$ cat src/verilog/dcache_pkg.sv
//==============================
// Data cache shared definitions
// Widths and address layout, payload types,
// bus structs, controller states
//==============================

package dcache_pkg;

	//==============================
	// Geometry
	//==============================
	localparam int ADDR_W         = 32;
	localparam int DATA_W         = 32;
	localparam int WAYS           = 2;
	localparam int SETS           = 16;
	localparam int WORDS_PER_LINE = 4;
	localparam int BYTE_OFF_W     = $clog2(DATA_W / 8);
	localparam int WORD_OFF_W     = $clog2(WORDS_PER_LINE);
	localparam int INDEX_W        = $clog2(SETS);
	localparam int TAG_W          = ADDR_W - INDEX_W - WORD_OFF_W - BYTE_OFF_W;

	// Bit positions inside a byte address
	localparam int WORD_OFF_LSB = BYTE_OFF_W;
	localparam int INDEX_LSB    = BYTE_OFF_W + WORD_OFF_W;
	localparam int TAG_LSB      = INDEX_LSB + INDEX_W;

	// Replacement LFSR start value, must not be zero
	localparam logic [15:0] LFSR_SEED = 16'hace1;

	//==============================
	// Basic types
	//==============================
	typedef logic [DATA_W-1:0]     word_t;
	typedef logic [TAG_W-1:0]      tag_t;
	typedef logic [INDEX_W-1:0]    index_t;
	typedef logic [WORD_OFF_W-1:0] word_off_t;
	typedef word_t [WORDS_PER_LINE-1:0] line_t;
	typedef logic [WAYS-1:0]       way_vec_t;

	// CPU access, 65 bits
	typedef struct packed {
		logic              we;
		logic [ADDR_W-1:0] addr;
		word_t             wdata;
	} cpu_req_t;

	// One line of the next level
	typedef struct packed {
		tag_t   tag;
		index_t index;
	} line_addr_t;

	// Writeback payload
	typedef struct packed {
		line_addr_t addr;
		line_t      data;
	} mem_line_t;

	typedef enum logic [2:0] {IDLE, LOOKUP, COMPARE, WB, FILL, ACK} ctrl_state_t;

endpackage

$ cat src/verilog/way_lookup.sv
//==============================
// Way lookup
// Tag compare, hit word and line,
// victim tag, line and dirty bit
//==============================

`timescale 1ns/10ps

module way_lookup
(
	input  dcache_pkg::tag_t                         tag,
	input  dcache_pkg::word_off_t                    word_off,
	input  dcache_pkg::tag_t  [dcache_pkg::WAYS-1:0] tags,
	input  dcache_pkg::line_t [dcache_pkg::WAYS-1:0] lines,
	input  dcache_pkg::way_vec_t                     valid,
	input  dcache_pkg::way_vec_t                     dirty,
	input  dcache_pkg::way_vec_t                     victim_way,
	output dcache_pkg::way_vec_t                     hit,
	output dcache_pkg::word_t                        hit_word,
	output dcache_pkg::line_t                        hit_line,
	output logic                                     victim_dirty,
	output dcache_pkg::tag_t                         victim_tag,
	output dcache_pkg::line_t                        victim_line
);

	//==============================
	// Hit path
	//==============================
	always_comb
	begin
		hit      = '0;
		hit_line = '0;
		for (int w = 0; w < dcache_pkg::WAYS; w++)
		begin
			hit[w] = valid[w] && (tags[w] == tag);
			// At most one way hits, so an OR acts as the mux
			if (hit[w])
				hit_line = hit_line | lines[w];
		end
	end

	assign hit_word = hit_line[word_off];

	//==============================
	// Victim path
	//==============================
	always_comb
	begin
		victim_dirty = 1'b0;
		victim_tag   = '0;
		victim_line  = '0;
		for (int w = 0; w < dcache_pkg::WAYS; w++)
		begin
			if (victim_way[w])
			begin
				victim_dirty = dirty[w];
				victim_tag   = tags[w];
				victim_line  = lines[w];
			end
		end
	end

endmodule

$ cat config.mk
export PLATFORM = sky130hd
export DESIGN_NAME = way_lookup
export DESIGN_NICKNAME = d
export VERILOG_FILES = /design/src/verilog/dcache_pkg.sv /design/src/verilog/way_lookup.sv
export SDC_FILE = /design/constraint.sdc
export NUM_CORES = 1
export LEC_CHECK = 0
export BUFFER_PORTS_ARGS = -buffer_cell sky130_fd_sc_hd__buf_2
export CAP_MARGIN = 10
export CELL_PAD_IN_SITES_DETAIL_PLACEMENT = 0
export CELL_PAD_IN_SITES_GLOBAL_PLACEMENT = 1
export CORE_AREA = 8 8 248 250
export DETAILED_ROUTE_END_ITERATION = 12
export DIE_AREA = 0 0 256 258
export MAX_ROUTING_LAYER = met4
export PLACE_DENSITY = 0.54
export SLEW_MARGIN = 20
export SYNTH_ARGS = -nofsm -noshare
export SYNTH_HDL_FRONTEND = slang
export SYNTH_SLANG_ARGS = --single-unit
$ cat constraint.sdc
create_clock -name vclk -period 5.5
set_clock_uncertainty 0.15 [all_clocks]
set_input_delay 1.65 -clock vclk [all_inputs]
set_output_delay 1.65 -clock vclk [all_outputs]
set_load 0.02 [all_outputs]
======== Word-level counts from Yosys, hierarchy flattened ========
Index checks and enable logic that the tools add are counted.
word-level totals
  register bits after elaboration ......... 0
  input port bits ......................... 336
  output and inout bits ................... 315
  word-level logic and storage cells ...... 16
cells by class
  order comparisons ....................... 1
  equality and inequality tests ........... 2
  muxes and demuxes ....................... 10
  bitwise logic cells ..................... 1
  reductions and logical operators ........ 2
operator list
  cell                                                        count
  two-way mux 128 bit                                         4
  OR 128 bit                                                  1
  binary-select mux 32 bit (select 2 bit)                     1
  == test 24 bit                                              2
  two-way mux 24 bit                                          2
  two-way mux 32 bit                                          1
  less-than comparator 2 x 3 -> 1 bit, second input constant  1
  logical AND 1 bit                                           2
  two-way mux 1 bit                                           2

======== Logic depth before layout (Yosys ltp) ========
Gate-level depths: netlist of the first run.
  depth in word-level cells ............... 7
  depth in mapped cells ................... 9
  depth with buffers taken out ............ 6

======== Least setup slack after synthesis of the first run ========
OpenSTA, ideal clock, no wires.
  path type ............................... input-to-output
  from .................................... in tag[14]
  to ...................................... out hit_word[0]
  data arrival time ....................... 3,759 ps
  required time ........................... 3,700 ps
  path slack .............................. -59 ps
  cell stages on the path ................. 7
  buffers on the path ..................... 1
  path through ............................ xnor2_1 -> nand4_1 -> or4_1 -> buf_4 -> o32ai_1 -> o22a_1 -> o211a_1
RTL lines
  element          RTL line          RTL
  start, declared  way_lookup.sv:11  input dcache_pkg::tag_t tag,
  end, declared    way_lookup.sv:19  output dcache_pkg::word_t hit_word,

======== Final worst setup path of the first run ========
  from .................................... in tags[10] in the netlist's numbering
  to ...................................... out hit_word[0]
between the ends
  longest elaborated chain between the ends .. 7
RTL lines
  element                                     RTL line          RTL
  start, declared                             way_lookup.sv:13  input dcache_pkg::tag_t [dcache_pkg::WAYS-1:0] tags,
  == test 24 bit *                            way_lookup.sv:35  hit[w] = valid[w] && (tags[w] == tag);
  logical AND 1 bit *                         way_lookup.sv:35
  two-way mux 128 bit *                       way_lookup.sv:37  if (hit[w])
  OR 128 bit                                  way_lookup.sv:38  hit_line = hit_line | lines[w];
  two-way mux 128 bit *                       way_lookup.sv:37
  binary-select mux 32 bit (select 2 bit) *   way_lookup.sv:42  assign hit_word = hit_line[word_off];
  two-way mux 32 bit (not written as such) *  way_lookup.sv:42
Mark *: on every way between the ends. The rest lies on a longest branch, timed or not. The select of a mux whose other input is x is not followed.

==> run summary, run 1 <==
Highest cell delay on the worst timing path - 630 ps
Hold Path Depth - 4
Placeable Area - 57400 µm²
Final slew viol count - 0
DRC Markers - 0
Via count of the first global-routing pass - 13500
Cell area after synthesis - 7130 µm²
Post-synth cell types - 29
Max_cap viols - 0
Post-Synthesis Cells - 1234
Failing checks - negative setup slack
Io pins - 651
Grt total ovfl - 0
Largest net degree at the start of global routing - 77
Utilization of the core after routing - 29.7%
Worst Path Arrival - 4170 ps
CP Buf/Inv Count - 4
First-pass GRT wire length - 94400 µm
Layout area overhead - 139%
Syn Area/Cell - 5.78 µm²
Buffers on Ports - 651
GR Util All Layers - 19.2%
WP data required - 3700 ps
Total nets after synthesis - 1570
Initial antenna violation count - 12
Critical Path Slowest Stage Cell - or4_4
Setup violations, final - 102
Ys Warns - 0
Starting Density - 12.4%
Pwr dens - 60.0 nW/µm²
Leak - 0.00722 µW
Hold Worst Slack - 3490 ps
HP Class - in -> out
CP Class - in -> out
Slew headroom - 37.9%
Final wirelength - 68400 µm
Wire per inst - 24.4 µm
Hold Violations, Final - 0
RSZ-0062 raised after global routing - true
Synth top area share - 19.4%
Status - finished with violations
Drt first-iter violations - 789
Crit end category - output port
DIE WIDTH - 256 µm
Drt via density - 4.63
Cell family with most CP delay - compound AO/OA/AOI/OAI gates
FFs & Latches - 0
Most common cell after layout, fill and taps aside - buf_2
GP Congestion - 0.976
Tmin final - 5970 ps
Worst VDD drop - 0.0726 mV
Antenna viol nets, final - 0
Post-DP HPWL - 52100 µm
Die Y - 258 µm
Fin crit share - 109%
Layout Nets - 2360
Layout cells sized above 1 - 57.4%
CLK BUF - 0
Flip-flop and latch area - 0 µm²
Register area share after synthesis - 0%
CP Depth - 10
Commonest cells after routing, fill and taps aside - 492 x buf_2, 368 x nand2_1, 208 x buf_6
Synth area leaders - nand2_1 19%, o32ai_2 11%, o21ai_0 11%, or4_1 7.0%, clkbuf_1 6.5%
Slew @ Worst Pin - 931 ps
Fmax - 167 MHz
Crit path max fanout - 6
Die ar. - 66000 µm²
Most frequent CP cell - buf_2
Site row count - 88
Setup ws final - -474 ps
Largest area contributor in the netlist - nand2_1
CP cell instances - buf_2 > xnor2_2 > nand4_1 > or4_4 > buf_12 > buf_16 > o32ai_1 > o22a_2 > o211a_1 > buf_2
Via count - 13000
CP Launch Type - primary input
First drt pass iteration count - 5
cells by family after synthesis:
group | Yosys count | synth area share, %
simple gates | 586 | 38.4
compound gates | 377 | 42.9
xor+xnor | 48 | 5.90
buf+inv | 223 | 12.8
worst paths after layout:
| path | slack [ps] | end | from |
|---|---|---|---|
| worst max-delay path | -470 | hit_word[0] | tags[10] |
| worst min-delay path | 3490 | victim_line[64] | lines[192] |
power breakdown:
part	internal (µW)	switching [µW]
Combinational	394	628
Sequential	0	0
Clock	0.000238	0
stage by stage:
step	TNS, ps	instance area, µm²	cells	worst slack (ps)	power (µW)
after floorplan	-236	7130	1234	-59.1	412
after global placement	-32600	13000	2722	-571	934
after detailed placement	-27590	13000	2722	-561	934
after CTS	-17690	15700	2766	-446	1000
after global routing	-24280	17000	2796	-539	1090
final	-16240	17000	2798	-474	1020
area by class of cell:
cell class                 instances  area (µm²)
inverter                          64         240
multi-input combinational       1011        8000
fill                            6278       40300
antenna                           11        27.5
tap                              765         957
timing repair buffer             947        7820
synthesized netlist by cell type, types with 2 or more instances:
master	count
o32ai_2	50
o21ai_1	64
nor2_1	2
buf_2	11
nand2_1	369
nor4_1	2
buf_1	15
xor2_1	3
o21ai_0	151
o211a_1	32
or4_1	66
o211ai_1	32
buf_6	7
a22o_1	2
o32ai_1	4
o22a_1	32
nand4_1	74
o32ai_4	10
and3_1	2
nor2b_1	2
xnor2_1	45
clkbuf_1	124
buf_4	2
inv_1	64
nand3_1	65
per-layer routing:
layer  track usage, %  routed length [µm]  up-vias
li1                 -                   -     6099
met1             24.0               29600     6210
met2             31.4               32900      561
met3             3.53                4000       80
met4             5.77                1890        0
met5                -                   0        -
repair_timing:
item,in CTS,in global routing
pin swaps,82,97
buffers inserted,31,33
endpoints found under the setup margin,143,160
hold buffers,0,0
resized for setup,452,262
cloned,17,4
No activity file was read; power rests on OpenSTA's default activity.
==> run 2: changes to the inputs <==
--- a/config.mk
+++ b/config.mk
@@ -5,6 +5,7 @@
 export SDC_FILE = /design/constraint.sdc
 export NUM_CORES = 1
 export LEC_CHECK = 0
+export ABC_CLOCK_PERIOD_IN_PS = 5500
 export BUFFER_PORTS_ARGS = -buffer_cell sky130_fd_sc_hd__buf_2
 export CAP_MARGIN = 10
 export CELL_PAD_IN_SITES_DETAIL_PLACEMENT = 0
@@ -13,7 +14,8 @@
 export DETAILED_ROUTE_END_ITERATION = 12
 export DIE_AREA = 0 0 256 258
 export MAX_ROUTING_LAYER = met4
-export PLACE_DENSITY = 0.54
+export PLACE_DENSITY_LB_ADDON = 0.1
+export REMOVE_ABC_BUFFERS = 1
 export SLEW_MARGIN = 20
 export SYNTH_ARGS = -nofsm -noshare
 export SYNTH_HDL_FRONTEND = slang
==> run 2 against run 1 <==
Compared with the run above: the flow still finishes with violations (negative setup slack); flip-flop and latch count unchanged; final cell count shrank 1.8%; total power is 4.4% lower; critical path depth grew 2; first-iteration DRC count down 23%; sequential share of layout area stayed put; wire length increased by 1.1%; combinational power is 4% lower; cell area fell by 11%; global-route usage increased by 0.21 points; critical endpoint is now hit_word[1]; count of clock-buffer cells in the layout unchanged; die area unchanged.
==> run summary, run 2 (same netlist as run 1, synthesis figures left out) <==
Status - finished with violations
Failing checks - negative setup slack
Leak - 0.00686 µW (-5.0%)
Grt total ovfl - 0 (unchanged)
RSZ-0062 raised after global routing - true
Cell family with most CP delay - buffers and inverters
Final slew viol count - 0 (unchanged)
Buffers on Ports - 651 (unchanged)
GP Congestion - 0.824 (-16%)
Tmin final - 5620 ps (-357 ps)
P_sw - 594 µW (-5.5%)
Final wirelength - 69100 µm (+1.1%)
Drt first-iter violations - 606 (-23%)
Internal power - 383 µW (-2.7%)
Layout Nets - 2315 (-1.9%)
Pwr dens - 64.5 nW/µm² (+7.5%)
Via count - 12400 (-4.0%)
DIE WIDTH - 256 µm (unchanged)
Wire per inst - 25.1 µm (+2.9%)
Overall power - 977 µW (-4.4%)
Antenna viol nets, final - 0 (unchanged)
Logic pwr share - 100.0% (about the same)
Critical Path Slowest Stage Cell - or4_4
Hold Violations, Final - 0 (unchanged)
Largest net degree at the start of global routing - 87 (+13%)
First-pass GRT wire length - 94700 µm (+0.34%)
Placeable Area - 57400 µm² (unchanged)
Crit path max fanout - 8 (+2)
Worst VDD drop - 0.0484 mV (-33%)
Drt via density - 4.52 (-2.3%)
Sw Share - 60.8% (-0.67 points)
Most common cell after layout, fill and taps aside - buf_2
FFs & Latches - 0 (unchanged)
GR Util All Layers - 19.4% (+0.21 points)
CP cell instances - buf_8 > buf_6 > xnor2_2 > nand4_1 > or4_4 > buf_12 > buf_12 > buf_16 > o32ai_4 > o22a_1 > o211a_1 > buf_6
Fin crit share - 102% (-6.5 points)
Flip-flop and latch area - 0 µm² (unchanged)
Clk network pwr share - 0% (unchanged)
CP Buf/Inv Count - 6 (+2)
CLK BUF - 0 (unchanged)
Layout cells sized above 1 - 53.8% (-3.6 points)
Placement Setup Slack - -421 ps (+141 ps)
Post-DP HPWL - 52000 µm (-0.23%)
Die Y - 258 µm (unchanged)
Worst hold path startpoint - dirty[0]
Sequential share of power - 0% (unchanged)
CP Launch Type - primary input
Fin Setup TNS - -2590 ps (+13650 ps)
Worst Path Arrival - 3820 ps (-350 ps)
Hold Buf Count CTS - 0 (unchanged)
Site row count - 88 (unchanged)
Critical path origin - tag[1]
CP Class - in -> out
Commonest cells after routing, fill and taps aside - 563 x buf_2, 368 x nand2_1, 187 x buf_4
Highest cell delay on the worst timing path - 610 ps (-20 ps)
Slew @ Worst Pin - 599 ps (-332 ps)
Starting Density - 12.4% (unchanged)
Die ar. - 66000 µm² (unchanged)
DRC Markers - 0 (unchanged)
WP data required - 3700 ps (about the same)
Crit end category - output port
HP Class - in -> out
Setup ws final - -116 ps (+357 ps)
Hold Worst Slack - 3490 ps (-2.56 ps)
Io pins - 651 (unchanged)
Slew headroom - 59.9% (+22 points)
Layout area overhead - 113%
Via count of the first global-routing pass - 13200 (-2.0%)
First drt pass iteration count - 5 (unchanged)
Setup violations, final - 32 (-69%)
Initial antenna violation count - 9 (-3)
Fmax - 178 MHz (+6.4%)
Max_cap viols - 0 (unchanged)
==> run 2: changes by cell type in the layout (fill, tap and decap cells not counted), moves of 12 or more <==
cell     before  now
buf_2       492  563
buf_12       53   41
o21ai_1       2   39
or4_4         4   36
o22a_1       19   31
buf_6       208   81
o21ai_4      41    8
buf_4       161  187
nand3_1      17   62
nand3_4      35    1
or4_1        62   30
==> run 2: power groups by stage <==
stage | sequential (µW) | clock, µW | combinational (µW)
2_1_floorplan | 0 | 0 | 364
3_3_place_gp | 0 | 0 | 893
3_5_place_dp | 0 | 0 | 892
4_1_cts | 0 | 0 | 974
5_1_grt | 0 | 0.000170 | 1050
6_report | 0 | 0.000170 | 977
==> run 2: worst paths after layout <==
| kind | slack (ps) | end | cells past startpoint |
|---|---|---|---|
| worst max-delay path | -120 | hit_word[1] | 12 |
| worst min-delay path | 3490 | victim_dirty | 3 |
==> run 2: tightest hold or removal path: cells and delay by family <==
kind / cells / cell delay [ps]
AOI/OAI and AO/OA: 1 / 110
buffers and inverters: 2 / 230
==> run 2: timing repair <==
item,4_1_cts,5_1_grt
hold endpoints to repair,0,0
buffers inserted,16,20
cloned,14,4
pin swaps,48,51
resized for setup,199,153
setup endpoints to repair,111,96
==> run 2: per-stage QoR <==
| stage | util, % | instances | area, µm² |
|---|---|---|---|
| finish | 26.4 | 2749 | 15100 |
| global route | 26.4 | 2749 | 15100 |
| CTS | 24.9 | 2727 | 14300 |
| detailed placement | 22.2 | 2699 | 12700 |
| global placement | 22.2 | 2699 | 12700 |
| floorplan | - | 1075 | 6460 |
==> run 2: final cells by class <==
cell class / count / area, µm²
multi-input cells: 1011 / 7330
diodes: 7 / 17.5
fillers: 6583 / 42200
inverters: 64 / 240
well taps: 765 / 957
repair buffers: 902 / 6600
==> run 2: routing by layer <==
metal | routed length (µm) | up-vias | GRT usage, % | part of all wire [%]
met1 | 29600 | 5925 | 23.2 | 43
met4 | 1120 | 0 | 2.28 | 1.6
met2 | 35100 | 459 | 35.4 | 51
li1 | - | 5991 | - | -
met5 | 0 | - | - | 0
met3 | 3360 | 51 | 2.73 | 4.9
==> run 3: changes to the inputs <==
--- a/config.mk
+++ b/config.mk
@@ -5,7 +5,7 @@
 export SDC_FILE = /design/constraint.sdc
 export NUM_CORES = 1
 export LEC_CHECK = 0
-export ABC_CLOCK_PERIOD_IN_PS = 5500
+export ABC_CLOCK_PERIOD_IN_PS = 5900
 export BUFFER_PORTS_ARGS = -buffer_cell sky130_fd_sc_hd__buf_2
 export CAP_MARGIN = 10
 export CELL_PAD_IN_SITES_DETAIL_PLACEMENT = 0
==> constraint.sdc (replaced) <==
create_clock -name vclk -period 5.9
set_clock_uncertainty 0.15 [all_clocks]
set_input_delay 1.77 -clock vclk [all_inputs]
set_output_delay 1.77 -clock vclk [all_outputs]
set_load 0.02 [all_outputs]
==> run 3 against run 2 <==
Compared with the run above: die area stayed put; sequential share of layout area did not move; the run still ends with negative setup slack left; combinational power shrank 12%; flip-flop and latch count did not move; total power is 12% lower; global-route usage decreased by 1.9 points; cell area is 10% lower; non-clock buffer count is 69 lower; critical path depth fell by 3.
==> run summary, run 3 (same netlist as run 1, synthesis figures left out) <==
Highest cell delay on the worst timing path - 620 ps (about the same)
Crit path max fanout - 32 (+24)
Die Y - 258 µm (unchanged)
Utilization of the core after routing - 23.7% (-2.7 points)
Flip-flop and latch area - 0 µm² (unchanged)
CP Class - in -> out
Die ar. - 66000 µm² (unchanged)
Max_cap viols - 0 (unchanged)
Status - finished with violations
Final slew viol count - 0 (unchanged)
Io pins - 651 (unchanged)
Worst Path Arrival - 4050 ps (+230 ps)
Via count - 12100 (-2.9%)
Hold Violations, Final - 0 (unchanged)
Via count of the first global-routing pass - 12700 (-3.8%)
Layout area overhead - 90.9%
Drt first-iter violations - 618 (+2.0%)
Setup violations, final - 4 (-88%)
CP Launch Type - primary input
Tmin final - 5970 ps
Placeable Area - 57400 µm² (unchanged)
First-pass GRT wire length - 87500 µm (-7.6%)
Layout cells sized above 1 - 50.3% (-3.6 points)
FFs & Latches - 0 (unchanged)
Slew @ Worst Pin - 674 ps (+74.5 ps)
Cell family with most CP delay - simple AND/OR/NAND/NOR gates
RSZ-0062 raised after global routing - true
Overall power - 856 µW (-12%)
Leak - 0.00627 µW (-8.6%)
Hold Path Depth - 3 (unchanged)
Fin Setup TNS - -142 ps (+2450 ps)
GP Congestion - 0.855 (+3.8%)
Hold Worst Slack - 3730 ps (+243 ps)
Fill count - 6630 (+0.71%)
Slew headroom - 55.1% (-4.8 points)
CP Depth - 9 (-3)
Failing checks - negative setup slack
Antenna viol nets, final - 0 (unchanged)
Buffers on Ports - 651 (unchanged)
CP cell instances - buf_8 > xnor2_2 > nand4_1 > or4_4 > buf_12 > o32ai_4 > o22a_1 > o211a_1 > buf_2
CP Buf/Inv Count - 3 (-3)
Setup ws final - -67.2 ps (+49.0 ps)
Dpl cell area - 12300 µm² (-3.2%)
Hold Buf Count CTS - 0 (unchanged)
Pwr dens - 62.9 nW/µm² (-2.6%)
Site row count - 88 (unchanged)
Worst VDD drop - 0.0695 mV (+44%)
Largest net degree at the start of global routing - 98 (+13%)
WP data required - 3980 ps (+280 ps)
Starting Density - 12.4% (unchanged)
Critical Path Slowest Stage Cell - or4_4
Crit end category - output port
Wire per inst - 23.9 µm (-4.9%)
Commonest cells after routing, fill and taps aside - 609 x buf_2, 368 x nand2_1, 151 x o21ai_0
First drt pass iteration count - 5 (unchanged)
Fmax - 168 MHz
HP Class - in -> out
GR Util All Layers - 17.6% (-1.9 points)
CLK BUF - 0 (unchanged)
Layout Nets - 2246 (-3.0%)
Initial antenna violation count - 9 (unchanged)
Final wirelength - 64200 µm (-7.2%)
Most common cell after layout, fill and taps aside - buf_2
Grt total ovfl - 0 (unchanged)
Drt via density - 4.50 (-0.51%)
DIE WIDTH - 256 µm (unchanged)
Fin crit share - 101%
Post-DP HPWL - 50500 µm (-2.8%)
DRC Markers - 0 (unchanged)
Final instance area - 13600 µm² (-10%)
[run 3: cell count changes in the layout (fill, tap and decap cells not counted), sizes merged]
cell | before | now
buf | 888 | 818
bufbuf | 3 | 1
clkbuf | 11 | 14
diode | 7 | 11
[run 3: final timing paths]
kind	start	to	slack, ps
worst max-delay path	tag[1]	hit_word[21]	-70
worst min-delay path	dirty[0]	victim_dirty	3730
[run 3: what timing repair did]
action	CTS	global route
gates resized for setup	45	125
gates cloned	1	11
setup endpoints to repair	42	43
setup buffers	1	9
pin swaps	11	38
[run 3: layer usage]
metal | GRT usage (%) | up-vias | share of wire (%)
met2 | 31.4 | 460 | 51
met3 | 3.41 | 67 | 5.1
met5 | - | - | 0
met1 | 20.0 | 5698 | 41
met4 | 4.50 | 0 | 2.3
li1 | - | 5845 | -
[run 3: area by class of cell]
class | instances | area, µm² | area share [%]
inverters | 64 | 240 | 1.77
multi-input cells | 1011 | 6870 | 50.5
repair buffers | 833 | 5510 | 40.5
diodes | 11 | 27.5 | 0.202
well taps | 765 | 957 | 7.04
[run 3: power breakdown]
group / internal (µW) / leakage [µW] / total [µW] / switching [µW]
registers: 0 / 0 / 0 / 0
logic: 324 / 0.00627 / 856 / 531
clock network: 0.000241 / 0.0000000724 / 0.000241 / 0
total: 324 / 0.00627 / 856 / 531
[run 3: per-stage QoR]
stage | setup slack [ps] | instances
2_1_floorplan | -5860 | 1075
3_3_place_gp | -204 | 2652
3_5_place_dp | -233 | 2652
4_1_cts | -18.9 | 2654
5_1_grt | -90.1 | 2682
6_report | -67.2 | 2684
